<file path="src/verilog/fractal_consts.svh">
// Mandelbrot engine constants.
// Float format fields, iteration limit and the widths of the tag,
// count and result queue.
`ifndef FRACTAL_CONSTS_SVH
`define FRACTAL_CONSTS_SVH

// Float word with sign, two's-complement exponent and explicit-one fraction.
`define FP_W      27
`define FP_SIGN   26
`define FP_EXP    25:18
`define FP_FRAC   17:0

// Iteration limit and the count that holds it.
`define MAX_ITER  64
`define CNT_W     7

`define TAG_W     8
`define RES_DEPTH 4

`endif

</file>
<file path="src/verilog/fractal_pkg.sv">
// Shared types of the Mandelbrot engine.
// Float word, point and result records, and the iterator FSM states.
`include "fractal_consts.svh"

package fractal_pkg;

    // Value is frac / 2^18 * 2^exp. A zero fraction means zero.
    typedef struct packed {
        logic        sign;
        logic [7:0]  exp;
        logic [17:0] frac;
    } fp27_t;

    // Complex point c = cx + i*cy with its tag.
    typedef struct packed {
        logic [`TAG_W-1:0] tag;
        fp27_t             cx;
        fp27_t             cy;
    } point_t;

    typedef struct packed {
        logic [`TAG_W-1:0] tag;
        logic [`CNT_W-1:0] count;
    } result_t;

    typedef enum logic [2:0] {
        IDLE,
        SQUARE,
        COMBINE,
        FINISH,
        CHECK,
        EMIT
    } iter_state_e;

endpackage

</file>
<file path="src/verilog/fp_add.sv">
// Two-stage float adder.
// Aligns and adds or subtracts in the first stage, then normalizes
// from the midway register and flushes underflow to zero.
`timescale 1ns/1ps
`include "fractal_consts.svh"

module fp_add (
    input  logic               iCLK,
    input  fractal_pkg::fp27_t a,
    input  fractal_pkg::fp27_t b,
    output fractal_pkg::fp27_t sum
);

    logic             a_s;
    logic [7:0]       a_e;
    logic [17:0]      a_f;
    logic             b_s;
    logic [7:0]       b_e;
    logic [17:0]      b_f;
    logic [8:0]       diff_a;
    logic [8:0]       diff_b;
    logic [7:0]       larger_exp;
    logic [36:0]      a_shift;
    logic [36:0]      b_shift;
    logic             a_larger;
    logic [36:0]      pre_sum;

    assign a_s = a[`FP_SIGN];
    assign a_e = a[`FP_EXP];
    assign a_f = a[`FP_FRAC];
    assign b_s = b[`FP_SIGN];
    assign b_e = b[`FP_EXP];
    assign b_f = b[`FP_FRAC];

    // Each sign-extended exponent difference is negative when its operand is larger.
    assign diff_a     = {b_e[7], b_e} - {a_e[7], a_e};
    assign diff_b     = {a_e[7], a_e} - {b_e[7], b_e};
    assign larger_exp = diff_b[8] ? b_e : a_e;

    // The smaller operand shifts right; far-apart operands drop out.
    assign a_shift = diff_a[8]         ? {1'b0, a_f, 18'b0} :
                     (diff_a > 9'd35)  ? 37'b0 :
                     ({1'b0, a_f, 18'b0} >> diff_a);
    assign b_shift = diff_b[8]         ? {1'b0, b_f, 18'b0} :
                     (diff_b > 9'd35)  ? 37'b0 :
                     ({1'b0, b_f, 18'b0} >> diff_b);

    assign a_larger = diff_a[8] | (~diff_b[8] & (a_f > b_f));

    // Subtract the smaller magnitude from the larger when the signs differ.
    assign pre_sum = ((a_s ^ b_s) &  a_larger) ? a_shift - b_shift :
                     ((a_s ^ b_s) & ~a_larger) ? b_shift - a_shift :
                     a_shift + b_shift;

    logic [36:0]        buf_pre_sum;
    logic [7:0]         buf_larger_exp;
    logic               buf_a_zero;
    logic               buf_b_zero;
    fractal_pkg::fp27_t buf_a;
    fractal_pkg::fp27_t buf_b;
    logic               buf_sign;

    always_ff @(posedge iCLK) begin
        buf_pre_sum    <= pre_sum;
        buf_larger_exp <= larger_exp;
        buf_a_zero     <= (a_f == 18'b0);
        buf_b_zero     <= (b_f == 18'b0);
        buf_a          <= a;
        buf_b          <= b;
        buf_sign       <= a_larger ? a_s : b_s;
    end

    // The leading-one search gives 37 when the sum is zero.
    logic [7:0] shift;

    always_comb begin
        shift = 8'd37;
        for (int i = 0; i <= 36; i++) begin
            if (buf_pre_sum[i]) begin
                shift = 8'(36 - i);
            end
        end
    end

    logic [53:0]      shifted;
    logic [17:0]      sum_f;
    logic [7:0]       sum_e;
    logic             underflow;
    logic [`FP_W-1:0] packed_sum;

    assign shifted = {buf_pre_sum, 17'b0} << shift;
    assign sum_f   = shifted[53:36];
    assign sum_e   = buf_larger_exp - shift + 8'd1;

    // A negative exponent that wraps positive has underflowed.
    assign underflow  = ~sum_e[7] && buf_larger_exp[7] && (shift != 8'd0);
    assign packed_sum = {buf_sign, sum_e, sum_f};

    assign sum = buf_a_zero ? buf_b :
                 buf_b_zero ? buf_a :
                 ((buf_pre_sum == 37'b0) || underflow) ? '0 :
                 fractal_pkg::fp27_t'(packed_sum);

endmodule

</file>
<file path="src/verilog/fp_mult.sv">
// Registered float multiplier.
// Multiplies the fractions, normalizes by at most one place and
// flushes zero operands and underflow to zero.
`timescale 1ns/1ps

module fp_mult (
    input  logic               iCLK,
    input  fractal_pkg::fp27_t a,
    input  fractal_pkg::fp27_t b,
    output fractal_pkg::fp27_t product
);

    logic [35:0] frac_prod;
    logic [17:0] frac_norm;
    logic [9:0]  exp_sum;
    logic        sign;
    logic        zero_in;
    logic        underflow;

    assign frac_prod = a.frac * b.frac;
    assign sign      = a.sign ^ b.sign;

    // Both fractions lie in [0.5, 1), so the product needs at most one shift.
    assign frac_norm = frac_prod[35] ? frac_prod[35:18] : frac_prod[34:17];

    // Exponents add in ten bits so that an out-of-range sum shows.
    assign exp_sum = {{2{a.exp[7]}}, a.exp}
                   + {{2{b.exp[7]}}, b.exp}
                   - {9'd0, ~frac_prod[35]};

    assign zero_in = (a.frac == 18'd0) || (b.frac == 18'd0);

    // Below -128 when the top three bits disagree on a negative sum.
    assign underflow = exp_sum[9] && (exp_sum[8:7] != 2'b11);

    always_ff @(posedge iCLK) begin
        if (zero_in || underflow) begin
            product <= '0;
        end else begin
            product.sign <= sign;
            product.exp  <= exp_sum[7:0];
            product.frac <= frac_norm;
        end
    end

endmodule

</file>
<file path="src/verilog/point_intake.sv">
// Input skid buffer for points.
// Two entries with a registered ready, so the source sees no path from pt_ready.
`timescale 1ns/1ps

module point_intake (
    input  logic                iCLK,
    input  logic                reset,
    input  logic                in_valid,
    output logic                in_ready,
    input  fractal_pkg::point_t in_point,
    output logic                pt_valid,
    input  logic                pt_ready,
    output fractal_pkg::point_t pt_point
);

    logic                main_valid;
    logic                spare_valid;
    fractal_pkg::point_t main_pt;
    fractal_pkg::point_t spare_pt;

    assign pt_valid = main_valid;
    assign pt_point = main_pt;

    always_ff @(posedge iCLK) begin
        if (reset) begin
            main_valid  <= 1'b0;
            spare_valid <= 1'b0;
            in_ready    <= 1'b1;
        end else if (!main_valid || pt_ready) begin
            // Refill the freed main slot from the spare first.
            if (spare_valid) begin
                main_valid  <= 1'b1;
                spare_valid <= 1'b0;
                in_ready    <= 1'b1;
            end else begin
                main_valid <= in_valid;
            end
        end else if (in_valid && in_ready) begin
            spare_valid <= 1'b1;
            in_ready    <= 1'b0;
        end
    end

    always_ff @(posedge iCLK) begin
        if (!main_valid || pt_ready) begin
            main_pt <= spare_valid ? spare_pt : in_point;
        end
        if (in_ready && main_valid && !pt_ready) begin
            spare_pt <= in_point;
        end
    end

endmodule

</file>
<file path="src/verilog/escape_iterator.sv">
// Escape-time iterator.
// Runs z = z^2 + c for one point at a time on three multipliers and
// three adders, four cycles per step, and emits the tag with its count.
`timescale 1ns/1ps
`include "fractal_consts.svh"

module escape_iterator (
    input  logic                 iCLK,
    input  logic                 reset,
    input  logic                 pt_valid,
    output logic                 pt_ready,
    input  fractal_pkg::point_t  pt_point,
    output logic                 res_valid,
    input  logic                 res_ready,
    output fractal_pkg::result_t res_result
);

    localparam logic [`CNT_W-1:0] last_iter = `CNT_W'(`MAX_ITER - 1);

    fractal_pkg::iter_state_e state;
    logic [`CNT_W-1:0]        count;
    logic [`TAG_W-1:0]        tag;
    fractal_pkg::fp27_t       x;
    fractal_pkg::fp27_t       y;
    fractal_pkg::fp27_t       cx;
    fractal_pkg::fp27_t       cy;
    fractal_pkg::fp27_t       mag;
    fractal_pkg::fp27_t       new_y;

    fractal_pkg::fp27_t xx;
    fractal_pkg::fp27_t yy;
    fractal_pkg::fp27_t xy;
    fractal_pkg::fp27_t xy2;
    fractal_pkg::fp27_t neg_yy;
    fractal_pkg::fp27_t re_a;
    fractal_pkg::fp27_t re_b;
    fractal_pkg::fp27_t re_sum;
    fractal_pkg::fp27_t mag_sum;
    fractal_pkg::fp27_t im_sum;
    logic               escape;

    // Products of the current z are ready in COMBINE.
    fp_mult mul_xx (.iCLK(iCLK), .a(x), .b(x), .product(xx));
    fp_mult mul_yy (.iCLK(iCLK), .a(y), .b(y), .product(yy));
    fp_mult mul_xy (.iCLK(iCLK), .a(x), .b(y), .product(xy));

    assign neg_yy = '{sign: ~yy.sign, exp: yy.exp, frac: yy.frac};
    // Doubling is an exponent step; a zero product stays zero.
    assign xy2 = (xy.frac == 18'd0) ? xy :
                 '{sign: xy.sign, exp: xy.exp + 8'd1, frac: xy.frac};

    // The real-part adder runs twice with x^2 - y^2 in COMBINE and + cx in FINISH.
    assign re_a = (state == fractal_pkg::FINISH) ? re_sum : xx;
    assign re_b = (state == fractal_pkg::FINISH) ? cx : neg_yy;

    fp_add add_re (.iCLK(iCLK), .a(re_a), .b(re_b), .sum(re_sum));
    fp_add add_mag (.iCLK(iCLK), .a(xx), .b(yy), .sum(mag_sum));
    fp_add add_im (.iCLK(iCLK), .a(xy2), .b(cy), .sum(im_sum));

    // Above 4 means exponent over 3, or exponent 3 with more than half scale.
    assign escape = (mag.frac != 18'd0) &&
                    (($signed(mag.exp) > 8'sd3) ||
                     ((mag.exp == 8'd3) && (mag.frac > 18'h20000)));

    assign pt_ready   = (state == fractal_pkg::IDLE);
    assign res_valid  = (state == fractal_pkg::EMIT);
    assign res_result = '{tag: tag, count: count};

    always_ff @(posedge iCLK) begin
        if (reset) begin
            state <= fractal_pkg::IDLE;
            count <= '0;
        end else begin
            case (state)
                fractal_pkg::IDLE: begin
                    if (pt_valid) begin
                        count <= '0;
                        state <= fractal_pkg::SQUARE;
                    end
                end
                fractal_pkg::SQUARE:  state <= fractal_pkg::COMBINE;
                fractal_pkg::COMBINE: state <= fractal_pkg::FINISH;
                fractal_pkg::FINISH:  state <= fractal_pkg::CHECK;
                fractal_pkg::CHECK: begin
                    if (escape) begin
                        state <= fractal_pkg::EMIT;
                    end else begin
                        count <= count + 1'b1;
                        state <= (count == last_iter) ? fractal_pkg::EMIT
                                                      : fractal_pkg::SQUARE;
                    end
                end
                fractal_pkg::EMIT: begin
                    if (res_ready) begin
                        state <= fractal_pkg::IDLE;
                    end
                end
                default: state <= fractal_pkg::IDLE;
            endcase
        end
    end

    // Point load while idle; the last load before leaving IDLE is the accepted one.
    always_ff @(posedge iCLK) begin
        if (state == fractal_pkg::IDLE) begin
            x   <= '0;
            y   <= '0;
            cx  <= pt_point.cx;
            cy  <= pt_point.cy;
            tag <= pt_point.tag;
        end
        if (state == fractal_pkg::FINISH) begin
            mag   <= mag_sum;
            new_y <= im_sum;
        end
        if (state == fractal_pkg::CHECK) begin
            x <= re_sum;
            y <= new_y;
        end
    end

endmodule

</file>
<file path="src/verilog/result_queue.sv">
// Result FIFO on the output side.
// Circular buffer with an occupancy count; a full queue stalls the iterator.
`timescale 1ns/1ps
`include "fractal_consts.svh"

module result_queue (
    input  logic                 iCLK,
    input  logic                 reset,
    input  logic                 res_valid,
    output logic                 res_ready,
    input  fractal_pkg::result_t res_result,
    output logic                 out_valid,
    input  logic                 out_ready,
    output fractal_pkg::result_t out_result
);

    localparam int ptr_w = $clog2(`RES_DEPTH);
    localparam int occ_w = $clog2(`RES_DEPTH + 1);

    fractal_pkg::result_t mem [`RES_DEPTH];
    logic [ptr_w-1:0]     rd_ptr;
    logic [ptr_w-1:0]     wr_ptr;
    logic [occ_w-1:0]     occ;
    logic                 push;
    logic                 pop;

    assign res_ready  = (occ != occ_w'(`RES_DEPTH));
    assign out_valid  = (occ != '0);
    assign out_result = mem[rd_ptr];
    assign push       = res_valid && res_ready;
    assign pop        = out_valid && out_ready;

    always_ff @(posedge iCLK) begin
        if (push) begin
            mem[wr_ptr] <= res_result;
        end
    end

    always_ff @(posedge iCLK) begin
        if (reset) begin
            rd_ptr <= '0;
            wr_ptr <= '0;
            occ    <= '0;
        end else begin
            if (push) begin
                wr_ptr <= (wr_ptr == ptr_w'(`RES_DEPTH - 1)) ? '0 : wr_ptr + 1'b1;
            end
            if (pop) begin
                rd_ptr <= (rd_ptr == ptr_w'(`RES_DEPTH - 1)) ? '0 : rd_ptr + 1'b1;
            end
            // Simultaneous push and pop leave the count unchanged.
            if (push && !pop) begin
                occ <= occ + 1'b1;
            end else if (pop && !push) begin
                occ <= occ - 1'b1;
            end
        end
    end

endmodule

</file>
<file path="src/verilog/mandel_engine.sv">
// Mandelbrot escape-time engine, top level.
// Points enter through the skid buffer, run through the iterator one at
// a time and leave in input order through the result FIFO.
`timescale 1ns/1ps

module mandel_engine (
    input  logic                 iCLK,
    input  logic                 reset,
    input  logic                 in_valid,
    output logic                 in_ready,
    input  fractal_pkg::point_t  in_point,
    output logic                 out_valid,
    input  logic                 out_ready,
    output fractal_pkg::result_t out_result
);

    logic                 pt_valid;
    logic                 pt_ready;
    fractal_pkg::point_t  pt_point;
    logic                 res_valid;
    logic                 res_ready;
    fractal_pkg::result_t res_result;

    point_intake intake0 (
        .iCLK     (iCLK),
        .reset    (reset),
        .in_valid (in_valid),
        .in_ready (in_ready),
        .in_point (in_point),
        .pt_valid (pt_valid),
        .pt_ready (pt_ready),
        .pt_point (pt_point)
    );

    escape_iterator iter0 (
        .iCLK       (iCLK),
        .reset      (reset),
        .pt_valid   (pt_valid),
        .pt_ready   (pt_ready),
        .pt_point   (pt_point),
        .res_valid  (res_valid),
        .res_ready  (res_ready),
        .res_result (res_result)
    );

    result_queue queue0 (
        .iCLK       (iCLK),
        .reset      (reset),
        .res_valid  (res_valid),
        .res_ready  (res_ready),
        .res_result (res_result),
        .out_valid  (out_valid),
        .out_ready  (out_ready),
        .out_result (out_result)
    );

endmodule

</file>
<file path="config.mk">
export PLATFORM = sky130hd
export DESIGN_NAME = mandel_engine
export DESIGN_NICKNAME = d
export VERILOG_FILES = /design/src/verilog/fractal_pkg.sv /design/src/verilog/fp_add.sv /design/src/verilog/fp_mult.sv /design/src/verilog/point_intake.sv /design/src/verilog/escape_iterator.sv /design/src/verilog/result_queue.sv /design/src/verilog/mandel_engine.sv
export VERILOG_INCLUDE_DIRS = /design/src /design/src/verilog
export SDC_FILE = /design/constraint.sdc
export NUM_CORES = 2
export LEC_CHECK = 0
export BUFFER_PORTS_ARGS = -buffer_cell sky130_fd_sc_hd__clkbuf_2
export CAP_MARGIN = 25
export CORE_MARGIN = 5
export CORE_UTILIZATION = 65
export DETAILED_ROUTE_END_ITERATION = 12
export HOLD_SLACK_MARGIN = 0.02
export PLACE_DENSITY = 0.82
export SKIP_LAST_GASP = 1
export SLEW_MARGIN = 20
export SYNTH_ARGS = -nofsm -noshare
export SYNTH_HDL_FRONTEND = slang
export SYNTH_SLANG_ARGS = --single-unit
export TNS_END_PERCENT = 100
</file>
<file path="constraint.sdc">
create_clock -name iCLK -period 15.4 [get_ports iCLK]
set_input_delay 3.08 -clock iCLK [delete_from_list [all_inputs] [get_ports iCLK]]
set_output_delay 3.08 -clock iCLK [all_outputs]
set_load 0.05 [all_outputs]
</file>
**Word-level counts from Yosys, hierarchy flattened**

Memories as Yosys holds them, arrays and structs flattened. A register that Yosys moved wholly into a read port is not among the register bits.
Index checks and enable logic that the tools add are counted.

- $add $sub $neg: 33
- Multipliers: 3
- Div/mod/pow operators: 0
- Magnitude comparators: 11
- Eq/ne operators: 17
- Shift-type cells: 9
- Muxes and demuxes: 173
- Bitwise logic cells: 29
- Reduce and logical (&&, ||, !) cells: 56

Operator list:

| cell | number |
|---|---|
| $mux 8 | 111 |
| $mux 37 | 18 |
| $mux 27 | 11 |
| $shr 36x9->37 | 6 |
| $sub 37x37->37 | 6 |
| $logic_not 18->1 | 9 |
| $shl 54x8->54 | 3 |
| $add 37x37->37 | 3 |
| $logic_not 37->1 | 3 |
| $mul 18x18->36 | 3 |
| $mux 26 | 4 |
| $mux 62 | 1 |
| $gt 18x18->1 | 3 |
| $gt 9x6->1 const B | 6 |
| $mux 18 | 3 |
| $sub 8x8->9 | 6 |
| $add 8x1->8 const B | 4 |
| $sub 9x2->10 | 3 |
| $add 8x8->9 | 3 |
| $reduce_bool 8->1 | 3 |
| $sub 8x8->8 | 3 |
| $gt 18x18->1 const B | 1 |
| $logic_and 1x1->1 | 18 |
| $mux 3 | 6 |
| 32 further kinds | 94 |

- Register bits after elaboration: 697
- Latch bits: 0
- RAM bits: 60
- ROM bits: 0
- Output and inout port bits: 17
- Word-level logic and storage cells: 411
- Memories: 1

Memory list:

| memory | depth | bits a word | rd ports | clocked after Yosys merged registers in | write ports | RTL line | text |
|---|---|---|---|---|---|---|---|
| queue0.mem | 4 | 15 | 1 | 1 | 1 | result_queue.sv:20 | `` fractal_pkg::result_t mem [`RES_DEPTH]; `` |

**Longest topological paths before layout**

- Depth after elaboration: 55
- Mapped depth: 67
- Depth with buffers taken out: 63

**By module**

A second synthesis with hierarchy kept.

- Cell total of the unflattened synthesis: 11,092
- Area, all modules: 94,634.5 um^2

Modules (own cells, without submodules):

| module | times used | cells each | area each (um^2) | seq. area each (um^2) |
|---|---|---|---|---|
| fp_add at iter0.add_im | 1 | 2,048 | 15,132.0 | 2,042.0 |
| fp_add at iter0.add_re | 1 | 2,021 | 14,785.4 | 2,042.0 |
| fp_add at iter0.add_mag | 1 | 2,012 | 14,711.6 | 2,042.0 |
| fp_mult at iter0.mul_xy | 1 | 1,437 | 12,104.1 | 540.5 |
| fp_mult at iter0.mul_xx | 1 | 1,366 | 11,860.1 | 540.5 |
| fp_mult at iter0.mul_yy | 1 | 1,355 | 11,638.7 | 540.5 |
| escape_iterator | 1 | 521 | 6,976.7 | 5,275.1 |
| point_intake | 1 | 206 | 4,785.8 | 3,783.6 |
| result_queue | 1 | 126 | 2,640.0 | 1,981.9 |

**Least setup slack after synthesis**

No wires, ideal clock.

- Path type: reg2reg
- Start point: register iter0.add_re.buf_pre_sum[36]
- End point: register iter0.add_re.buf_pre_sum[29]
- Library setup time: 0.129 ns
- Data arrival time: 12.124 ns
- Path slack: 3.147 ns
- Stages on the path, launching flop included: 63
- Path buffers: 4
- Cells stage by stage: dfxtp_1 -> clkbuf_1 -> nor2_1 -> o41a_1 -> nor2_1 -> nand2_1 -> inv_2 -> buf_2 -> buf_1 -> ha_1 -> ha_1 -> inv_1 -> fa_1 -> nor2b_1 -> o31a_1 -> o21a_1 -> o211ai_1 -> nor2_1 -> [27 not listed] -> xor2_1 -> ha_1 -> o21ai_0 -> nand2b_1 -> a21o_1 -> a21oi_1 -> a21oi_1 -> a41o_1 -> o41ai_1 -> nor2_1 -> a211oi_1 -> a211oi_1 -> a211o_1 -> and3_1 -> o21ai_0 -> or3b_2 -> nand3_1 -> o21ai_0

RTL lines:

| what | RTL line | text |
|---|---|---|
| start, declared | fp_add.sv:55 | `logic [36:0] buf_pre_sum;` |
| start signal, assigned | fp_add.sv:64 | `buf_pre_sum <= pre_sum;` |

**Final worst setup path**

- Start point: register iter0.add_re.buf_pre_sum[31]
- End point: register iter0.add_re.buf_pre_sum[36]

- Longest elaborated chain between the ends: 24

Ends and longest elaborated chain:

| what | RTL line | text |
|---|---|---|
| $mux 8 (6 in series) | fp_add.sv:79 | `if (buf_pre_sum[i]) begin` |
| $sub 8x8->8 | fp_add.sv:93 | `assign sum_e = buf_larger_exp - shift + 8'd1;` |
| $add 8x1->8 | fp_add.sv:93 |  |
| $not 1->1 | fp_add.sv:96 | `assign underflow = ~sum_e[7] && buf_larger_exp[7] && (shift != 8'd0);` |
| $logic_and 1x1->1 (2 in series) | fp_add.sv:96 |  |
| $logic_or 1x1->1 | fp_add.sv:101 | `((buf_pre_sum == 37'b0) \|\| underflow) ? '0 :` |
| $mux 27 (*) | fp_add.sv:101 |  |
| $mux 27 (*) | fp_add.sv:100 | `buf_b_zero ? buf_a :` |
| $mux 27 (*) | fp_add.sv:99 | `assign sum = buf_a_zero ? buf_b :` |
| $mux 27 (*) | escape_iterator.sv:53 | `assign re_a = (state == fractal_pkg::FINISH) ? re_sum : xx;` |
| parallel branches: the longest is 7 deep, another holds $add 37x37->37 | n/a |  |
| $mux 37 (*) | fp_add.sv:51 | `assign pre_sum = ((a_s ^ b_s) & a_larger) ? a_shift - b_shift :` |
| named net iter0.add_re.pre_sum[36] | fp_add.sv:26 | `logic [36:0] pre_sum;` |

Mark *: on every way through the listed nets, which the timed path passes.
A chain may end at the register's enable or synchronous reset.

==> impl_metrics.env <==
export IMPL_status="finished, final reports clean"
export IMPL_worstMarginPinSlew_ns=1.167
export IMPL_max_cap_violations=0
export IMPL_ioPinCount=83
export IMPL_grt_overflow_total=0
export IMPL_dr_total_vias=73510
export IMPL_synth_seq_area_share=0.2254
export IMPL_cts_max_level=3
export IMPL_initial_cell_density_of_the_core=0.6520
export IMPL_ys_async_sr_fraction=0
export IMPL_finish_net_count=11030
export IMPL_required_ns=16.02
export IMPL_synth_nets=11110
export IMPL_cts_repair_resized=0
export IMPL_detail_route_drc_violations=0
export IMPL_path_max_fanout=14
export IMPL_postRouteWirelength_um=277800
export IMPL_post_cts_setup_buffers=0
export IMPL_cp_buffers_inverters=5
export IMPL_gp_congestion=1.056
export IMPL_nFillCells=9609
export IMPL_period_share=0.9115
export IMPL_first_global_vias=73790
export IMPL_critical_path_reg2reg_endpoint="iter0.add_re.buf_pre_sum[36]"
export IMPL_critical_path_slowest_cell="sky130_fd_sc_hd__o31ai_1"
export IMPL_drt_pass1_iter_count=8
export IMPL_worst_slew_margin_rel=0.2137
export IMPL_most_common_layout_cells="1256 x sky130_fd_sc_hd__inv_1, 1067 x sky130_fd_sc_hd__nand2_1, 782 x sky130_fd_sc_hd__nor2_1"
export IMPL_avgRoutedWirePerCell_um=24.49
export IMPL_peak_clock_frequency_supported_by_timing_mhz=71.24
export IMPL_synthesis_instances=9688
export IMPL_numCtsBuffers=80
export IMPL_most_common_library_cell_in_the_layout_ignoring_fill_and_taps="sky130_fd_sc_hd__inv_1"
export IMPL_finalCriticalPeriod_ns=14.04
export IMPL_hp_class="reg2reg"
export IMPL_postSynthRegisterBits=757
export IMPL_endpoint="iter0.add_re.buf_pre_sum[36]"
export IMPL_clkSlewWorstSetupHoldPaths_ns=0.06
export IMPL_detailedRoute_firstIterationViolations=9255
export IMPL_grt_util_all_layers=0.4040
export IMPL_antenna_found_initial=15
export IMPL_final_layout_size_suffix_gt1_frac=0.07409
export IMPL_synth_edf_count=353
export IMPL_dpl_hpwl_um=211800
export IMPL_synth_cell_types=110
export IMPL_critPathKind="reg2reg"
export IMPL_cts_tree="yes"
export IMPL_root_buffer="sky130_fd_sc_hd__clkbuf_16"
export IMPL_chipHeight_um=367.2
export IMPL_fin_worst_skew_ns=0.05964
export IMPL_ant_nets=0
export IMPL_area_growth_synth_to_finish_pct=6.553
export IMPL_unrepaired_setup_endpoints_after_global_routing="false"
export IMPL_timing_final_hold_violations=0
export IMPL_path_delay_family="compound AO/OA/AOI/OAI gates"
export IMPL_grt_pass1_wl_um=426700
export IMPL_postSynth_topFlopCell="sky130_fd_sc_hd__dfxtp_1"
export IMPL_grt_max_degree=84
export IMPL_coreArea_um2=127200
export IMPL_cell_with_the_most_instances_on_the_worst_path="sky130_fd_sc_hd__nor2_1"
export IMPL_reg2reg_depth=50
export IMPL_finalSetupViolations=0
export IMPL_crit_path_start_kind="flop"
export IMPL_clk_latency_ns=0.72
export IMPL_worst_r2r_setup_slack_ns=1.36
export IMPL_synth_area_per_cell_um2=8.559
export IMPL_clk_path_buf_depth=3
export IMPL_timing_critical_path_depth=50
export IMPL_dieWidth_um=367.2
export IMPL_critical_path_reg2reg_startpoint="iter0.add_re.buf_pre_sum[31]"
export IMPL_netlist_area_um2=82920
export IMPL_synth_yosys_warnings=0
export IMPL_tritoncts_num_sinks=757
export IMPL_worstPathArrival_ns=14.66
export IMPL_cp_slowest_stage_delay_ns=0.84
export IMPL_die_outline_area_um2=134800
export IMPL_drt_vias_per_instance=6.481
export IMPL_holdPathStages=0
export IMPL_hold_buffers=0
export IMPL_final_setup_tns_ns=0
export IMPL_end_kind="flop"
export IMPL_startpoint="iter0.add_re.buf_pre_sum[31]"
export IMPL_io_buffer_count=82
export IMPL_timing_max_transition_violations_final=0
export IMPL_placement_rows=131
[worst min-delay path by stage]
stage	to	slack (ns)	from
after floorplan	iter0.add_mag.buf_a[7]	0.33	iter0.mul_xx.product[7]
after global placement	iter0.add_mag.buf_a[23]	0.36	iter0.mul_xx.product[23]
after detailed placement	iter0.add_mag.buf_a[23]	0.37	iter0.mul_xx.product[23]
after CTS	iter0.add_mag.buf_a[23]	0.38	iter0.mul_xx.product[23]
after global routing	iter0.add_mag.buf_a[23]	0.38	iter0.mul_xx.product[23]
final	iter0.add_mag.buf_a[23]	0.38	iter0.mul_xx.product[23]
[worst reg2reg max path: cells and delay by family, from the launching register on]
kind	cells	cell delay [ns]
multiplexers	1	0.52
buffers and inverters	5	0.98
AND/OR/NAND/NOR	11	2.59
AO/OA/AOI/OAI	29	8.13
adder cells (fa/ha/maj)	4	1.36
flip-flops	1	0.39
[cells by family (layout without fill, tap and decap cells)]
family | count (synthesis) | after routing | share of synthesized area
adder cells (fa/ha/maj) | 1358 | 1358 | 0.2683
XOR/XNOR | 361 | 361 | 0.03813
flip-flops | 757 | 757 | 0.2254
other | 0 | 4 | 0
multiplexers | 507 | 507 | 0.06825
AND/OR/NAND/NOR | 3045 | 3045 | 0.1696
AO/OA/AOI/OAI | 1934 | 1934 | 0.1519
buffers and inverters | 1726 | 1715 | 0.07854
[per-layer routing]
| layer | GRT usage | part of all wire | up-vias |
|---|---|---|---|
| met5 | 0 | 0.000040 | - |
| met1 | 0.5284 | 0.38 | 35360 |
| met3 | 0.08666 | 0.11 | 1011 |
| met2 | 0.6379 | 0.45 | 4295 |
| met4 | 0.2047 | 0.060 | 2 |
| li1 | - | - | 32840 |
[final cells by class]
| class | instances | area (um2) | share of cell area |
|---|---|---|---|
| Tap cell | 1662 | 2079 | 0.02354 |
| Clock inverter | 39 | 529.3 | 0.005990 |
| Clock buffer | 110 | 2330 | 0.02637 |
| Multi-Input combinational cell | 7205 | 57920 | 0.6555 |
| Inverter | 1273 | 4781 | 0.05411 |
| Antenna cell | 4 | 10.01 | 0.0001133 |
| Timing Repair Buffer | 293 | 2017 | 0.02283 |
| Sequential cell | 757 | 18690 | 0.2115 |
[registers in the layout, summed over array words and instances (netlist names), 37 cells and up, named ones only]
name	count
intake0.pt_point	62
intake0.spare_pt	62
queue0.mem	60
iter0.add_im.buf_pre_sum	37
iter0.add_mag.buf_pre_sum	37
iter0.add_re.buf_pre_sum	37
[synthesized netlist by cell type, drive strengths merged (54+ instances only)]
| cell | instances | area share |
|---|---|---|
| a211oi | 90 | 0.0082 |
| a21o | 104 | 0.0094 |
| a21oi | 533 | 0.032 |
| a22oi | 78 | 0.0071 |
| a31oi | 60 | 0.0046 |
| and2 | 238 | 0.018 |
| and3 | 88 | 0.0067 |
| buf | 61 | 0.0032 |
| clkbuf | 392 | 0.018 |
| dfxtp | 404 | 0.098 |
| edfxtp | 353 | 0.13 |
| fa | 700 | 0.17 |
| ha | 658 | 0.099 |
| inv | 1267 | 0.057 |
| mux2 | 117 | 0.016 |
| mux2i | 355 | 0.043 |
| nand2 | 1069 | 0.048 |
| nand2b | 95 | 0.0072 |
| nand3 | 178 | 0.011 |
| nor2 | 785 | 0.036 |
| nor2b | 73 | 0.0055 |
| nor3 | 231 | 0.014 |
| nor4 | 76 | 0.0058 |
| o211ai | 56 | 0.0051 |
| o21a | 55 | 0.0050 |
| o21ai | 456 | 0.028 |
| or2 | 54 | 0.0041 |
| xnor2 | 218 | 0.023 |
| xor2 | 143 | 0.015 |
[per-stage QoR]
| step | setup WS, ns | cell area, um2 | cells | hold WS, ns | utilization |
|---|---|---|---|---|---|
| after CTS | 1.732 | 88280 | 11340 | 0.3770 | 0.6941 |
| after global routing | 0.4942 | 88350 | 11340 | 0.3807 | 0.6946 |
| after global placement | 1.898 | 85410 | 11180 | 0.3649 | 0.6715 |
| after detailed placement | 1.820 | 85420 | 11190 | 0.3664 | 0.6716 |
| after floorplan | 3.147 | 82920 | 9688 | 0.3290 | - |
| final | 1.363 | 88360 | 11340 | 0.3822 | 0.6947 |
Power is not shown: default switching activity piles up to over one toggle a cycle in this logic, so the estimate is an artifact.
